File: src/include/exe_consts.svh
// --------------------
// Execute stage constants
// Data width, register file size and the
// address masks used for load/store alignment
// --------------------
`ifndef EXE_CONSTS_SVH
`define EXE_CONSTS_SVH

// Word and PC width
`define XLEN            32

// General purpose register file
`define NUM_GPR         32
`define GPR_ASZ         5                  // log2 of NUM_GPR

// --------------------
// Alignment masks, a set bit under the mask means misaligned
`define HALF_MIS_MASK   32'h0000_0001      // Halfword must be on an even address
`define WORD_MIS_MASK   32'h0000_0003      // Word needs the low two bits clear

`endif
File: src/verilog/exe_pkg.sv
// --------------------
// Execute stage package
// Vector types, FSM-free decode enums and the
// result record handed to the memory stage
// --------------------
`include "exe_consts.svh"

package exe_pkg;

   typedef logic [`XLEN-1:0]    word_t;        // Register or ALU data
   typedef logic [`XLEN-1:0]    pc_t;          // Instruction address
   typedef logic [`GPR_ASZ-1:0] gpr_addr_t;    // Register number
   typedef logic [2:0]          ls_size_t;     // Bytes per access: 1, 2 or 4

   // Instruction group from decode
   typedef enum logic [2:0] {
      IG_ALU = 3'd0,
      IG_BR  = 3'd1,
      IG_LD  = 3'd2,
      IG_ST  = 3'd3,
      IG_ILL = 3'd4
   } ig_type_e;

   typedef enum logic [3:0] {
      ADD  = 4'd0,
      SUB  = 4'd1,
      AND  = 4'd2,
      OR   = 4'd3,
      XOR  = 4'd4,
      SLL  = 4'd5,
      SRL  = 4'd6,
      SRA  = 4'd7,
      SLT  = 4'd8,
      SLTU = 4'd9
   } alu_op_e;

   typedef enum logic [1:0] {B_COND = 2'd0, B_JAL = 2'd1, B_JALR = 2'd2} br_op_e;
   typedef enum logic [1:0] {X_RS1 = 2'd0, X_PC = 2'd1, X_ZERO = 2'd2} sel_x_e;
   typedef enum logic       {Y_RS2 = 1'b0, Y_IMM = 1'b1} sel_y_e;

   // --------------------
   // Result record, EXE to MEM
   typedef struct packed {
      pc_t       pc;
      logic      rd_wr;
      gpr_addr_t rd_addr;
      word_t     rd_data;
      logic      is_ld;
      logic      is_st;
      word_t     ls_addr;
      word_t     st_data;
      ls_size_t  size;
      logic      zero_ext;
      logic      instr_err;       // Misaligned target/access or illegal instruction
   } exe_mem_t;

endpackage

File: src/verilog/exe_fu_if.sv
// --------------------
// Functional unit bus
// Operands and decoded fields from the stage
// core to the ALU, branch and load/store units
// --------------------
interface exe_fu_if;
   import exe_pkg::*;

   word_t        rs1_data;          // Forwarded rs1
   word_t        rs2_data;          // Forwarded rs2
   pc_t          pc;
   word_t        imm;
   logic [2:0]   funct3;            // Branch compare or load/store width
   logic [3:0]   op;                // Unit specific opcode
   sel_x_e       sel_x;
   sel_y_e       sel_y;

   // Core drives everything
   modport core (output rs1_data, rs2_data, pc, imm, funct3, op, sel_x, sel_y);

   // Units only look
   modport fu   (input  rs1_data, rs2_data, pc, imm, funct3, op, sel_x, sel_y);

endinterface

File: src/verilog/execute.sv
// --------------------
// RV32 execute stage
// Forwards operands, runs the ALU, branch and
// load/store units, requests PC reloads and
// registers the result toward MEM
// --------------------
`include "exe_consts.svh"

module execute
(
   input  logic                          clk_in,
   input  logic                          rst,
   input  logic                          halt,
   input  logic                          flush,
   // Decode side
   input  logic                          dec_valid,
   output logic                          dec_rdy,
   input  exe_pkg::ig_type_e             ig_type,
   input  logic [3:0]                    op,
   input  logic [2:0]                    funct3,
   input  exe_pkg::pc_t                  pc,
   input  exe_pkg::pc_t                  predicted_addr,
   input  exe_pkg::word_t                imm,
   input  exe_pkg::sel_x_e               sel_x,
   input  exe_pkg::sel_y_e               sel_y,
   input  exe_pkg::gpr_addr_t            rd_addr,
   input  exe_pkg::gpr_addr_t            rs1_addr,
   input  exe_pkg::gpr_addr_t            rs2_addr,
   input  logic                          rd_wr,
   input  logic                          rs1_rd,
   input  logic                          rs2_rd,
   input  exe_pkg::word_t [`NUM_GPR-1:0] gpr,
   // Forwarding
   input  logic                          fwd_mem_valid,
   input  logic                          fwd_mem_rd_wr,
   input  exe_pkg::gpr_addr_t            fwd_mem_rd_addr,
   input  exe_pkg::word_t                fwd_mem_rd_data,
   input  logic                          fwd_wb_valid,
   input  logic                          fwd_wb_rd_wr,
   input  exe_pkg::gpr_addr_t            fwd_wb_rd_addr,
   input  exe_pkg::word_t                fwd_wb_rd_data,
   // Fetch reload
   output logic                          rld_pc_flag,
   output exe_pkg::pc_t                  rld_pc_addr,
   // Memory side
   output logic                          mem_valid,
   input  logic                          mem_rdy,
   output exe_pkg::pc_t                  mem_pc,
   output logic                          mem_rd_wr,
   output exe_pkg::gpr_addr_t            mem_rd_addr,
   output exe_pkg::word_t                mem_rd_data,
   output logic                          mem_is_ld,
   output logic                          mem_is_st,
   output exe_pkg::word_t                mem_ls_addr,
   output exe_pkg::word_t                mem_st_data,
   output exe_pkg::ls_size_t             mem_size,
   output logic                          mem_zero_ext,
   output logic                          mem_instr_err
);
   import exe_pkg::*;

   logic       xfer_in;
   logic       xfer_out;
   logic       pipe_full;
   logic       rd_wr_nz;
   exe_mem_t   exe_dout;
   exe_mem_t   exe_q;
   word_t      rs1_d;
   word_t      rs2_d;
   word_t      alu_rd_data;
   pc_t        br_pc;
   pc_t        link_pc;
   logic       br_mis;
   word_t      ls_addr;
   word_t      st_data;
   ls_size_t   ls_size;
   logic       ls_zero_ext;
   logic       ls_mis;

   // --------------------
   // Handshake, single entry so MEM back-pressure reaches decode
   assign dec_rdy   = !rst & !halt & (!pipe_full | xfer_out);
   assign xfer_in   = dec_valid & dec_rdy;
   assign xfer_out  = mem_valid & mem_rdy;
   assign mem_valid = pipe_full;
   assign rd_wr_nz  = rd_wr & (rd_addr != '0);       // Never write x0

   exe_operand_fwd u_fwd
   (
      .rs1_addr(rs1_addr), .rs2_addr(rs2_addr), .rs1_rd(rs1_rd), .rs2_rd(rs2_rd), .gpr(gpr),
      .fwd_mem_valid(fwd_mem_valid), .fwd_mem_rd_wr(fwd_mem_rd_wr),
      .fwd_mem_rd_addr(fwd_mem_rd_addr), .fwd_mem_rd_data(fwd_mem_rd_data),
      .fwd_wb_valid(fwd_wb_valid), .fwd_wb_rd_wr(fwd_wb_rd_wr),
      .fwd_wb_rd_addr(fwd_wb_rd_addr), .fwd_wb_rd_data(fwd_wb_rd_data),
      .rs1_data(rs1_d), .rs2_data(rs2_d)
   );

   // Shared operand bus for all units
   exe_fu_if fu_bus();

   assign fu_bus.rs1_data = rs1_d;
   assign fu_bus.rs2_data = rs2_d;
   assign fu_bus.pc       = pc;
   assign fu_bus.imm      = imm;
   assign fu_bus.funct3   = funct3;
   assign fu_bus.op       = op;
   assign fu_bus.sel_x    = sel_x;
   assign fu_bus.sel_y    = sel_y;

   exe_alu      u_alu (.fu_bus(fu_bus), .rd_data(alu_rd_data));
   exe_branch   u_br  (.fu_bus(fu_bus), .br_pc(br_pc), .link_pc(link_pc), .mis(br_mis));
   exe_lsu_addr u_lsu (.fu_bus(fu_bus), .ls_addr(ls_addr), .st_data(st_data),
                       .size(ls_size), .zero_ext(ls_zero_ext), .mis(ls_mis));

   // --------------------
   // Result select and reload request
   always_comb
   begin
      exe_dout    = '0;
      exe_dout.pc = pc;
      rld_pc_flag = 1'b0;
      rld_pc_addr = '0;
      case (ig_type)
         IG_ALU:
         begin
            exe_dout.rd_wr   = rd_wr_nz;
            exe_dout.rd_addr = rd_addr;
            exe_dout.rd_data = alu_rd_data;
         end
         IG_BR:
         begin
            if (br_mis)
               exe_dout.instr_err = 1'b1;            // Trap later, no redirect
            else if (br_pc != predicted_addr)
            begin
               rld_pc_flag = dec_valid;              // Mispredict, refetch
               rld_pc_addr = br_pc;
            end
            else if (br_op_e'(op[1:0]) != B_COND)
            begin
               exe_dout.rd_wr   = rd_wr_nz;          // Link only on the kept path
               exe_dout.rd_addr = rd_addr;
               exe_dout.rd_data = link_pc;
            end
         end
         IG_LD:
         begin
            exe_dout.rd_wr     = rd_wr_nz;           // Data arrives in MEM
            exe_dout.rd_addr   = rd_addr;
            exe_dout.is_ld     = 1'b1;
            exe_dout.ls_addr   = ls_addr;
            exe_dout.size      = ls_size;
            exe_dout.zero_ext  = ls_zero_ext;
            exe_dout.instr_err = ls_mis;
         end
         IG_ST:
         begin
            exe_dout.is_st     = 1'b1;
            exe_dout.ls_addr   = ls_addr;
            exe_dout.st_data   = st_data;
            exe_dout.size      = ls_size;
            exe_dout.instr_err = ls_mis;
         end
         default:                                    // IG_ILL and unused codes
            exe_dout.instr_err = 1'b1;
      endcase
   end

   exe_pipe_reg u_pipe
   (
      .clk_in(clk_in), .rst(rst), .flush(flush),
      .write(xfer_in), .din(exe_dout),
      .read(xfer_out), .full(pipe_full), .dout(exe_q)
   );

   // Unpack toward MEM
   assign mem_pc        = exe_q.pc;
   assign mem_rd_wr     = exe_q.rd_wr;
   assign mem_rd_addr   = exe_q.rd_addr;
   assign mem_rd_data   = exe_q.rd_data;
   assign mem_is_ld     = exe_q.is_ld;
   assign mem_is_st     = exe_q.is_st;
   assign mem_ls_addr   = exe_q.ls_addr;
   assign mem_st_data   = exe_q.st_data;
   assign mem_size      = exe_q.size;
   assign mem_zero_ext  = exe_q.zero_ext;
   assign mem_instr_err = exe_q.instr_err;

endmodule

File: src/verilog/exe_pipe_reg.sv
// --------------------
// EXE to MEM pipeline register
// One entry with a full flag; flush drops
// whatever is held
// --------------------
module exe_pipe_reg
(
   input  logic               clk_in,
   input  logic               rst,
   input  logic               flush,
   input  logic               write,
   input  exe_pkg::exe_mem_t  din,
   input  logic               read,
   output logic               full,
   output exe_pkg::exe_mem_t  dout
);

   // Occupancy
   always_ff @(posedge clk_in)
   begin
      if (rst | flush)
         full <= 1'b0;                  // Squash held result
      else if (write)
         full <= 1'b1;                  // Load, possibly while draining
      else if (read)
         full <= 1'b0;
   end

   // Payload
   always_ff @(posedge clk_in)
   begin
      if (write)
         dout <= din;
   end

endmodule

File: src/verilog/exe_lsu_addr.sv
// --------------------
// Load/store address unit
// Effective address, access size, sign
// handling and alignment check
// --------------------
`include "exe_consts.svh"

module exe_lsu_addr
(
   exe_fu_if.fu               fu_bus,
   output exe_pkg::word_t     ls_addr,
   output exe_pkg::word_t     st_data,
   output exe_pkg::ls_size_t  size,
   output logic               zero_ext,
   output logic               mis
);

   assign ls_addr  = fu_bus.rs1_data + fu_bus.imm;
   assign st_data  = fu_bus.rs2_data;                 // Byte lanes sorted out in MEM
   assign zero_ext = fu_bus.funct3[2];                // LBU, LHU

   always_comb
   begin
      case (fu_bus.funct3[1:0])
         2'b00:   size = 3'd1;                        // Byte
         2'b01:   size = 3'd2;                        // Halfword
         default: size = 3'd4;                        // Word
      endcase
   end

   // --------------------
   // Alignment by access size
   always_comb
   begin
      case (size)
         3'd2:    mis = |(ls_addr & `HALF_MIS_MASK);
         3'd4:    mis = |(ls_addr & `WORD_MIS_MASK);
         default: mis = 1'b0;                         // Bytes are always aligned
      endcase
   end

endmodule

File: src/verilog/exe_branch.sv
// --------------------
// Branch unit
// Compare, target, link address and
// instruction alignment check
// --------------------
module exe_branch
(
   exe_fu_if.fu           fu_bus,
   output exe_pkg::pc_t   br_pc,
   output exe_pkg::pc_t   link_pc,
   output logic           mis
);
   import exe_pkg::*;

   logic   taken;
   pc_t    seq_pc;
   pc_t    rel_pc;
   pc_t    reg_pc;

   assign seq_pc  = fu_bus.pc + 32'd4;                         // Fall through
   assign rel_pc  = fu_bus.pc + fu_bus.imm;                    // Bxx and JAL
   assign reg_pc  = (fu_bus.rs1_data + fu_bus.imm) & ~32'd1;   // JALR clears bit 0
   assign link_pc = seq_pc;

   // Condition from funct3
   always_comb
   begin
      case (fu_bus.funct3)
         3'b000:  taken = (fu_bus.rs1_data == fu_bus.rs2_data);                  // BEQ
         3'b001:  taken = (fu_bus.rs1_data != fu_bus.rs2_data);                  // BNE
         3'b100:  taken = ($signed(fu_bus.rs1_data) < $signed(fu_bus.rs2_data));  // BLT
         3'b101:  taken = ($signed(fu_bus.rs1_data) >= $signed(fu_bus.rs2_data)); // BGE
         3'b110:  taken = (fu_bus.rs1_data < fu_bus.rs2_data);                   // BLTU
         3'b111:  taken = (fu_bus.rs1_data >= fu_bus.rs2_data);                  // BGEU
         default: taken = 1'b0;
      endcase
   end

   always_comb
   begin
      case (br_op_e'(fu_bus.op[1:0]))
         B_COND:  br_pc = taken ? rel_pc : seq_pc;
         B_JAL:   br_pc = rel_pc;
         B_JALR:  br_pc = reg_pc;
         default: br_pc = seq_pc;
      endcase
   end

   // No C extension, so targets must be word aligned
   assign mis = br_pc[1];

endmodule

File: src/verilog/exe_alu.sv
// --------------------
// Integer ALU
// Operand X from rs1, pc or zero; operand Y
// from rs2 or the immediate; one cycle
// --------------------
module exe_alu
(
   exe_fu_if.fu            fu_bus,
   output exe_pkg::word_t  rd_data
);
   import exe_pkg::*;

   word_t       x;
   word_t       y;
   logic [4:0]  shamt;

   always_comb
   begin
      case (fu_bus.sel_x)
         X_RS1:   x = fu_bus.rs1_data;
         X_PC:    x = fu_bus.pc;                    // AUIPC style
         default: x = '0;                           // LUI uses zero + imm
      endcase
      y     = (fu_bus.sel_y == Y_IMM) ? fu_bus.imm : fu_bus.rs2_data;
      shamt = y[4:0];                               // RV32 shifts use 5 bits

      case (alu_op_e'(fu_bus.op))
         ADD:     rd_data = x + y;
         SUB:     rd_data = x - y;
         AND:     rd_data = x & y;
         OR:      rd_data = x | y;
         XOR:     rd_data = x ^ y;
         SLL:     rd_data = x << shamt;
         SRL:     rd_data = x >> shamt;
         SRA:     rd_data = word_t'($signed(x) >>> shamt);
         SLT:     rd_data = word_t'($signed(x) < $signed(y));
         SLTU:    rd_data = word_t'(x < y);
         default: rd_data = '0;                     // Unused encodings
      endcase
   end

endmodule

File: src/verilog/exe_operand_fwd.sv
// --------------------
// GPR operand forwarding
// Picks rs1/rs2 from MEM, then WB, then the
// register snapshot; x0 is never forwarded
// --------------------
`include "exe_consts.svh"

module exe_operand_fwd
(
   input  exe_pkg::gpr_addr_t                 rs1_addr,
   input  exe_pkg::gpr_addr_t                 rs2_addr,
   input  logic                               rs1_rd,
   input  logic                               rs2_rd,
   input  exe_pkg::word_t [`NUM_GPR-1:0]      gpr,
   input  logic                               fwd_mem_valid,
   input  logic                               fwd_mem_rd_wr,
   input  exe_pkg::gpr_addr_t                 fwd_mem_rd_addr,
   input  exe_pkg::word_t                     fwd_mem_rd_data,
   input  logic                               fwd_wb_valid,
   input  logic                               fwd_wb_rd_wr,
   input  exe_pkg::gpr_addr_t                 fwd_wb_rd_addr,
   input  exe_pkg::word_t                     fwd_wb_rd_data,
   output exe_pkg::word_t                     rs1_data,
   output exe_pkg::word_t                     rs2_data
);
   import exe_pkg::*;

   // Same priority chain for both sources
   function automatic word_t pick(input gpr_addr_t src, input logic src_rd);
      logic nz;
      nz = (src != '0);                                        // x0 stays constant
      if (src_rd & nz & fwd_mem_valid & fwd_mem_rd_wr & (src == fwd_mem_rd_addr))
         pick = fwd_mem_rd_data;                               // Newest value wins
      else if (src_rd & nz & fwd_wb_valid & fwd_wb_rd_wr & (src == fwd_wb_rd_addr))
         pick = fwd_wb_rd_data;
      else
         pick = gpr[src];                                      // Snapshot of the file
   endfunction

   always_comb
   begin
      rs1_data = pick(rs1_addr, rs1_rd);
      rs2_data = pick(rs2_addr, rs2_rd);
   end

endmodule

File: config.mk
export PLATFORM = sky130hd
export DESIGN_NAME = execute
export DESIGN_NICKNAME = d
export VERILOG_FILES = /design/src/verilog/exe_pkg.sv /design/src/verilog/exe_fu_if.sv /design/src/verilog/execute.sv /design/src/verilog/exe_pipe_reg.sv /design/src/verilog/exe_lsu_addr.sv /design/src/verilog/exe_branch.sv /design/src/verilog/exe_alu.sv /design/src/verilog/exe_operand_fwd.sv
export VERILOG_INCLUDE_DIRS = /design/src /design/src/include
export SDC_FILE = /design/constraint.sdc
export NUM_CORES = 2
export LEC_CHECK = 0
export BUFFER_PORTS_ARGS = -buffer_cell sky130_fd_sc_hd__buf_2
export CAP_MARGIN = 20
export CELL_PAD_IN_SITES_DETAIL_PLACEMENT = 1
export CELL_PAD_IN_SITES_GLOBAL_PLACEMENT = 1
export CORE_AREA = 2 2 551 553
export CTS_CLUSTER_SIZE = 16
export DETAILED_ROUTE_END_ITERATION = 10
export DIE_AREA = 0 0 553 555
export PLACE_DENSITY = 0.38
export SKIP_CTS_REPAIR_TIMING = 1
export SLEW_MARGIN = 20
export SYNTH_ARGS = -nofsm -noshare
export SYNTH_HDL_FRONTEND = slang
export SYNTH_HIERARCHICAL = 1
export SYNTH_SLANG_ARGS = --single-unit
File: constraint.sdc
create_clock -name clk_in -period 9.9 [get_ports clk_in]
set_clock_uncertainty 0.1 [all_clocks]
set_input_delay 1.485 -clock clk_in [delete_from_list [all_inputs] [get_ports clk_in]]
set_output_delay 1.485 -clock clk_in [all_outputs]
set_load 0.02 [all_outputs]
==> impl_metrics.csv <==
group,metric,value,unit
run_status,status,"finished, violations left",
run_status,violations,"negative setup slack",
sta,min_period,9.92,ns
place,pre_cts_ws,-0.653,ns
layout,final_cells,10100,
run,drv_cap,0,
power_and_ir_drop,internal_power,2.92,mW
power_and_ir_drop,leakage,24.3,nW
power_and_ir_drop,switchingPower,3.37,mW
sta,max_freq,0.101,GHz
global_route,grt_max_degree,106,
logic_synthesis,ys_seq_area_share,10.5,%
floorplanning,start_util,13.4,%
sta,finalHoldWorstSlack,0.548,ns
global_route,overflow,0,
clocking,cts_buffer_depth,2,
logic_synthesis,async_flop_share,0,%
layout,drive_gt1_share,49.3,%
clocking,cts.sinks,142,
floorplanning,die-area,307000,µm²
power_and_ir_drop,pwr-share-comb,77.9,%
layout,syn2layout_area_growth,44.4,%
sta,tightest_slew,1.16,ns
floorplanning,core,301000,µm²
layout,post-route-util,19.4,%
critical_path,cpPeakStageDelay,0.65,ns
clocking,cts-htree-levels,4,
sta,hold_viol,0,
logic_synthesis,syn_nets,5712,
critical_path,critPathTopFamily,"multiplexers",
critical_path,path_class,"in2out",
logic_synthesis,synth_area_per_cell,9.51,µm²
logic_synthesis,yosys_warnings,6,
routing,ant_nets,0,
power_and_ir_drop,p_total,6.29,mW
clocking,clk_pin_slew,0.08,ns
power_and_ir_drop,swShare,53.6,%
logic_synthesis,yosysTopAreaCell,"mux4_2",
power_and_ir_drop,p_seq_share,10.9,%
critical_path,slowest_stage,"mux4_2",
logic_synthesis,yosys-top-cells-area,"mux4_2 (32%), edfxtp_1 (10%), ha_1 (6.9%), mux2i_1 (5.6%), a21oi_1 (3.6%)",
logic_synthesis,synth_ff_type,"edfxtp_1",
sta,relSlewSlack,21.8,%
sta,setup_viol_count_final,16,
power_and_ir_drop,powerDensity,108,nW/µm²
place,place_inst,9822,
routing,vias_per_cell,5.01,
clocking,cts_tree,"yes",
critical_path,worstPathArrival,8.34,ns
floorplanning,ios,1411,
sta,finalMaxSlewViolations,0,
sta,setup_ws,-0.0239,ns
routing,drt-initial-drc-count,5288,
clocking,clk_latency,0.50,ns
logic_synthesis,ys_ff_latch,142,
power_and_ir_drop,vdd_drop_max,134,µV
floorplanning,die_width,553,µm
layout,fin_nets,7376,
critical_path,crit_path_max_fanout,17,
routing,vias,50600,
logic_synthesis,synthCells,4249,
global_route,grt_pass1_vias,50200,
routing,dr.pass1.iters,8,
logic_synthesis,yosysUniqueCellTypes,106,
critical_path,crit_path_end_kind,"output pin",
layout,final_area,58300,µm²
clocking,cts-root-buf,"clkbuf_16",
layout,ff_latch_area,4250,µm²
global_route,grt_pass1_wl,549000,µm
global_route,grt.total_usage,27.3,%
floorplanning,rows,202,
critical_path,critical_path_buf_inv_count,14,
place,hpwl,388000,µm
sta,fin_crit_sh,100,%
hold_path,min_path_type,"reg2reg",
layout,multi_input_area,34200,µm²
power_and_ir_drop,clock_power_share,11.3,%
floorplanning,die_h,555,µm
layout,final.fill_count,35500,
routing,drc_errors,0,
routing,routed_wl,440000,µm
critical_path,start_kind,"input pin",
sta,rsz0062_at_grt,"true",
place,io_buffers,1410,
critical_path,crit_top_cell,"buf_6",
place,placed_area,55900,µm²
place,gp_congestion,1.00,
clocking,cts_buffers,17,
critical_path,critPathRequiredTime,8.32,ns
routing,wl_per_cell,43.6,µm
logic_synthesis,synth_edf_count,141,
logic_synthesis,synth_top_area_share,32.3,%
logic_synthesis,synth_area,40400,µm²
global_route,antenna_found_initial,433,
sta,tns,-0.148,ns
## Yosys cell counts (33+ instances only)
master,count
mux4_2,580
nor2_1,328
nand2_1,291
a21oi_1,289
o21ai_0,248
mux2i_1,225
ha_1,223
inv_1,186
clkbuf_1,178
edfxtp_1,141
and2_1,93
mux2_2,83
xor2_1,82
xnor2_1,77
buf_2,73
nand3_1,73
buf_4,68
nor3_1,64
and3_1,54
buf_1,52
nand4_1,51
a21o_1,48
o21ai_1,48
a211oi_1,47
o211ai_1,40
a221o_1,37
a22o_1,36
a31oi_1,34
a221oi_1,33
## layout make-up
| type | instances | share of cell area (%) |
|---|---|---|
| Tap cell | 3978 | 8.54 |
| Multi-Input combinational cell | 3525 | 58.6 |
| Inverter | 195 | 1.27 |
| Timing Repair Buffer | 2032 | 22.4 |
| Clock buffer | 18 | 0.736 |
| Clock inverter | 14 | 0.260 |
| Sequential cell | 142 | 7.29 |
| Antenna cell | 209 | 0.897 |
## kinds of logic after synthesis
kind of cell	synth area share, %
AO/OA/AOI/OAI	18.6
AND/OR/NAND/NOR	13.4
multiplexers	40.3
buffers and inverters	6.63
adder cells (fa/ha/maj)	7.15
XOR/XNOR	3.45
flip-flops	10.5
## flip-flops by register name (all words and copies together) (netlist names)
name / count
u_pipe/dout: 141
u_pipe/full: 1
## power by group through the flow
stage	clock, mW	combinational (mW)	sequential [mW]
after global placement	0	4.67	0.698
after floorplan	0	2.24	0.713
after global routing	0.751	5.10	0.685
after detailed placement	0	4.67	0.698
final	0.709	4.90	0.684
after CTS	0.742	4.70	0.684
## path summary, 6_finish.rpt
| kind | start | to | cells past startpoint | slack (ns) |
|---|---|---|---|---|
| worst max register to register | u_pipe/full$_SDFFE_PP0P_ | u_pipe/dout[5]$_DFFE_PP_ | 4 | 7.20 |
| worst max-delay path | rs2_addr[0] | rld_pc_addr[5] | 34 | -0.02 |
| worst min register to register | u_pipe/full$_SDFFE_PP0P_ | u_pipe/full$_SDFFE_PP0P_ | 2 | 0.55 |
| worst min-delay path | u_pipe/full$_SDFFE_PP0P_ | u_pipe/full$_SDFFE_PP0P_ | 2 | 0.55 |
## metal layers
| metal | vias to the layer above | global-route usage [%] | routed length [µm] |
|---|---|---|---|
| met5 | - | 0 | 913 |
| met4 | 144 | 12.8 | 24000 |
| met3 | 840 | 6.95 | 35300 |
| met2 | 3101 | 43.4 | 199000 |
| met1 | 26100 | 34.4 | 182000 |
| li1 | 20400 | - | - |
## cell usage in the layout (no fill, tap or decap), types with 48 or more instances in the layout
master,n
and3_1,54
buf_4,529
buf_12,66
a21oi_1,277
nand2_1,288
buf_2,1385
mux2_2,76
diode_2,209
nor3_1,61
edfxtp_1,141
mux2i_1,215
inv_1,180
xor2_1,81
nand3_1,67
ha_1,216
xnor2_1,77
nor2_1,327
mux4_2,580
nand4_1,51
o21ai_0,237
a21o_1,48
and2_1,75
## worst reg2reg max path, stage by stage (launching register included)
cell,delay (ns)
dfxtp_1,0.34
a211oi_1,0.26
buf_4,0.23
and2_4,0.54
buf_12,0.45
(Power assumes the default switching activity.)
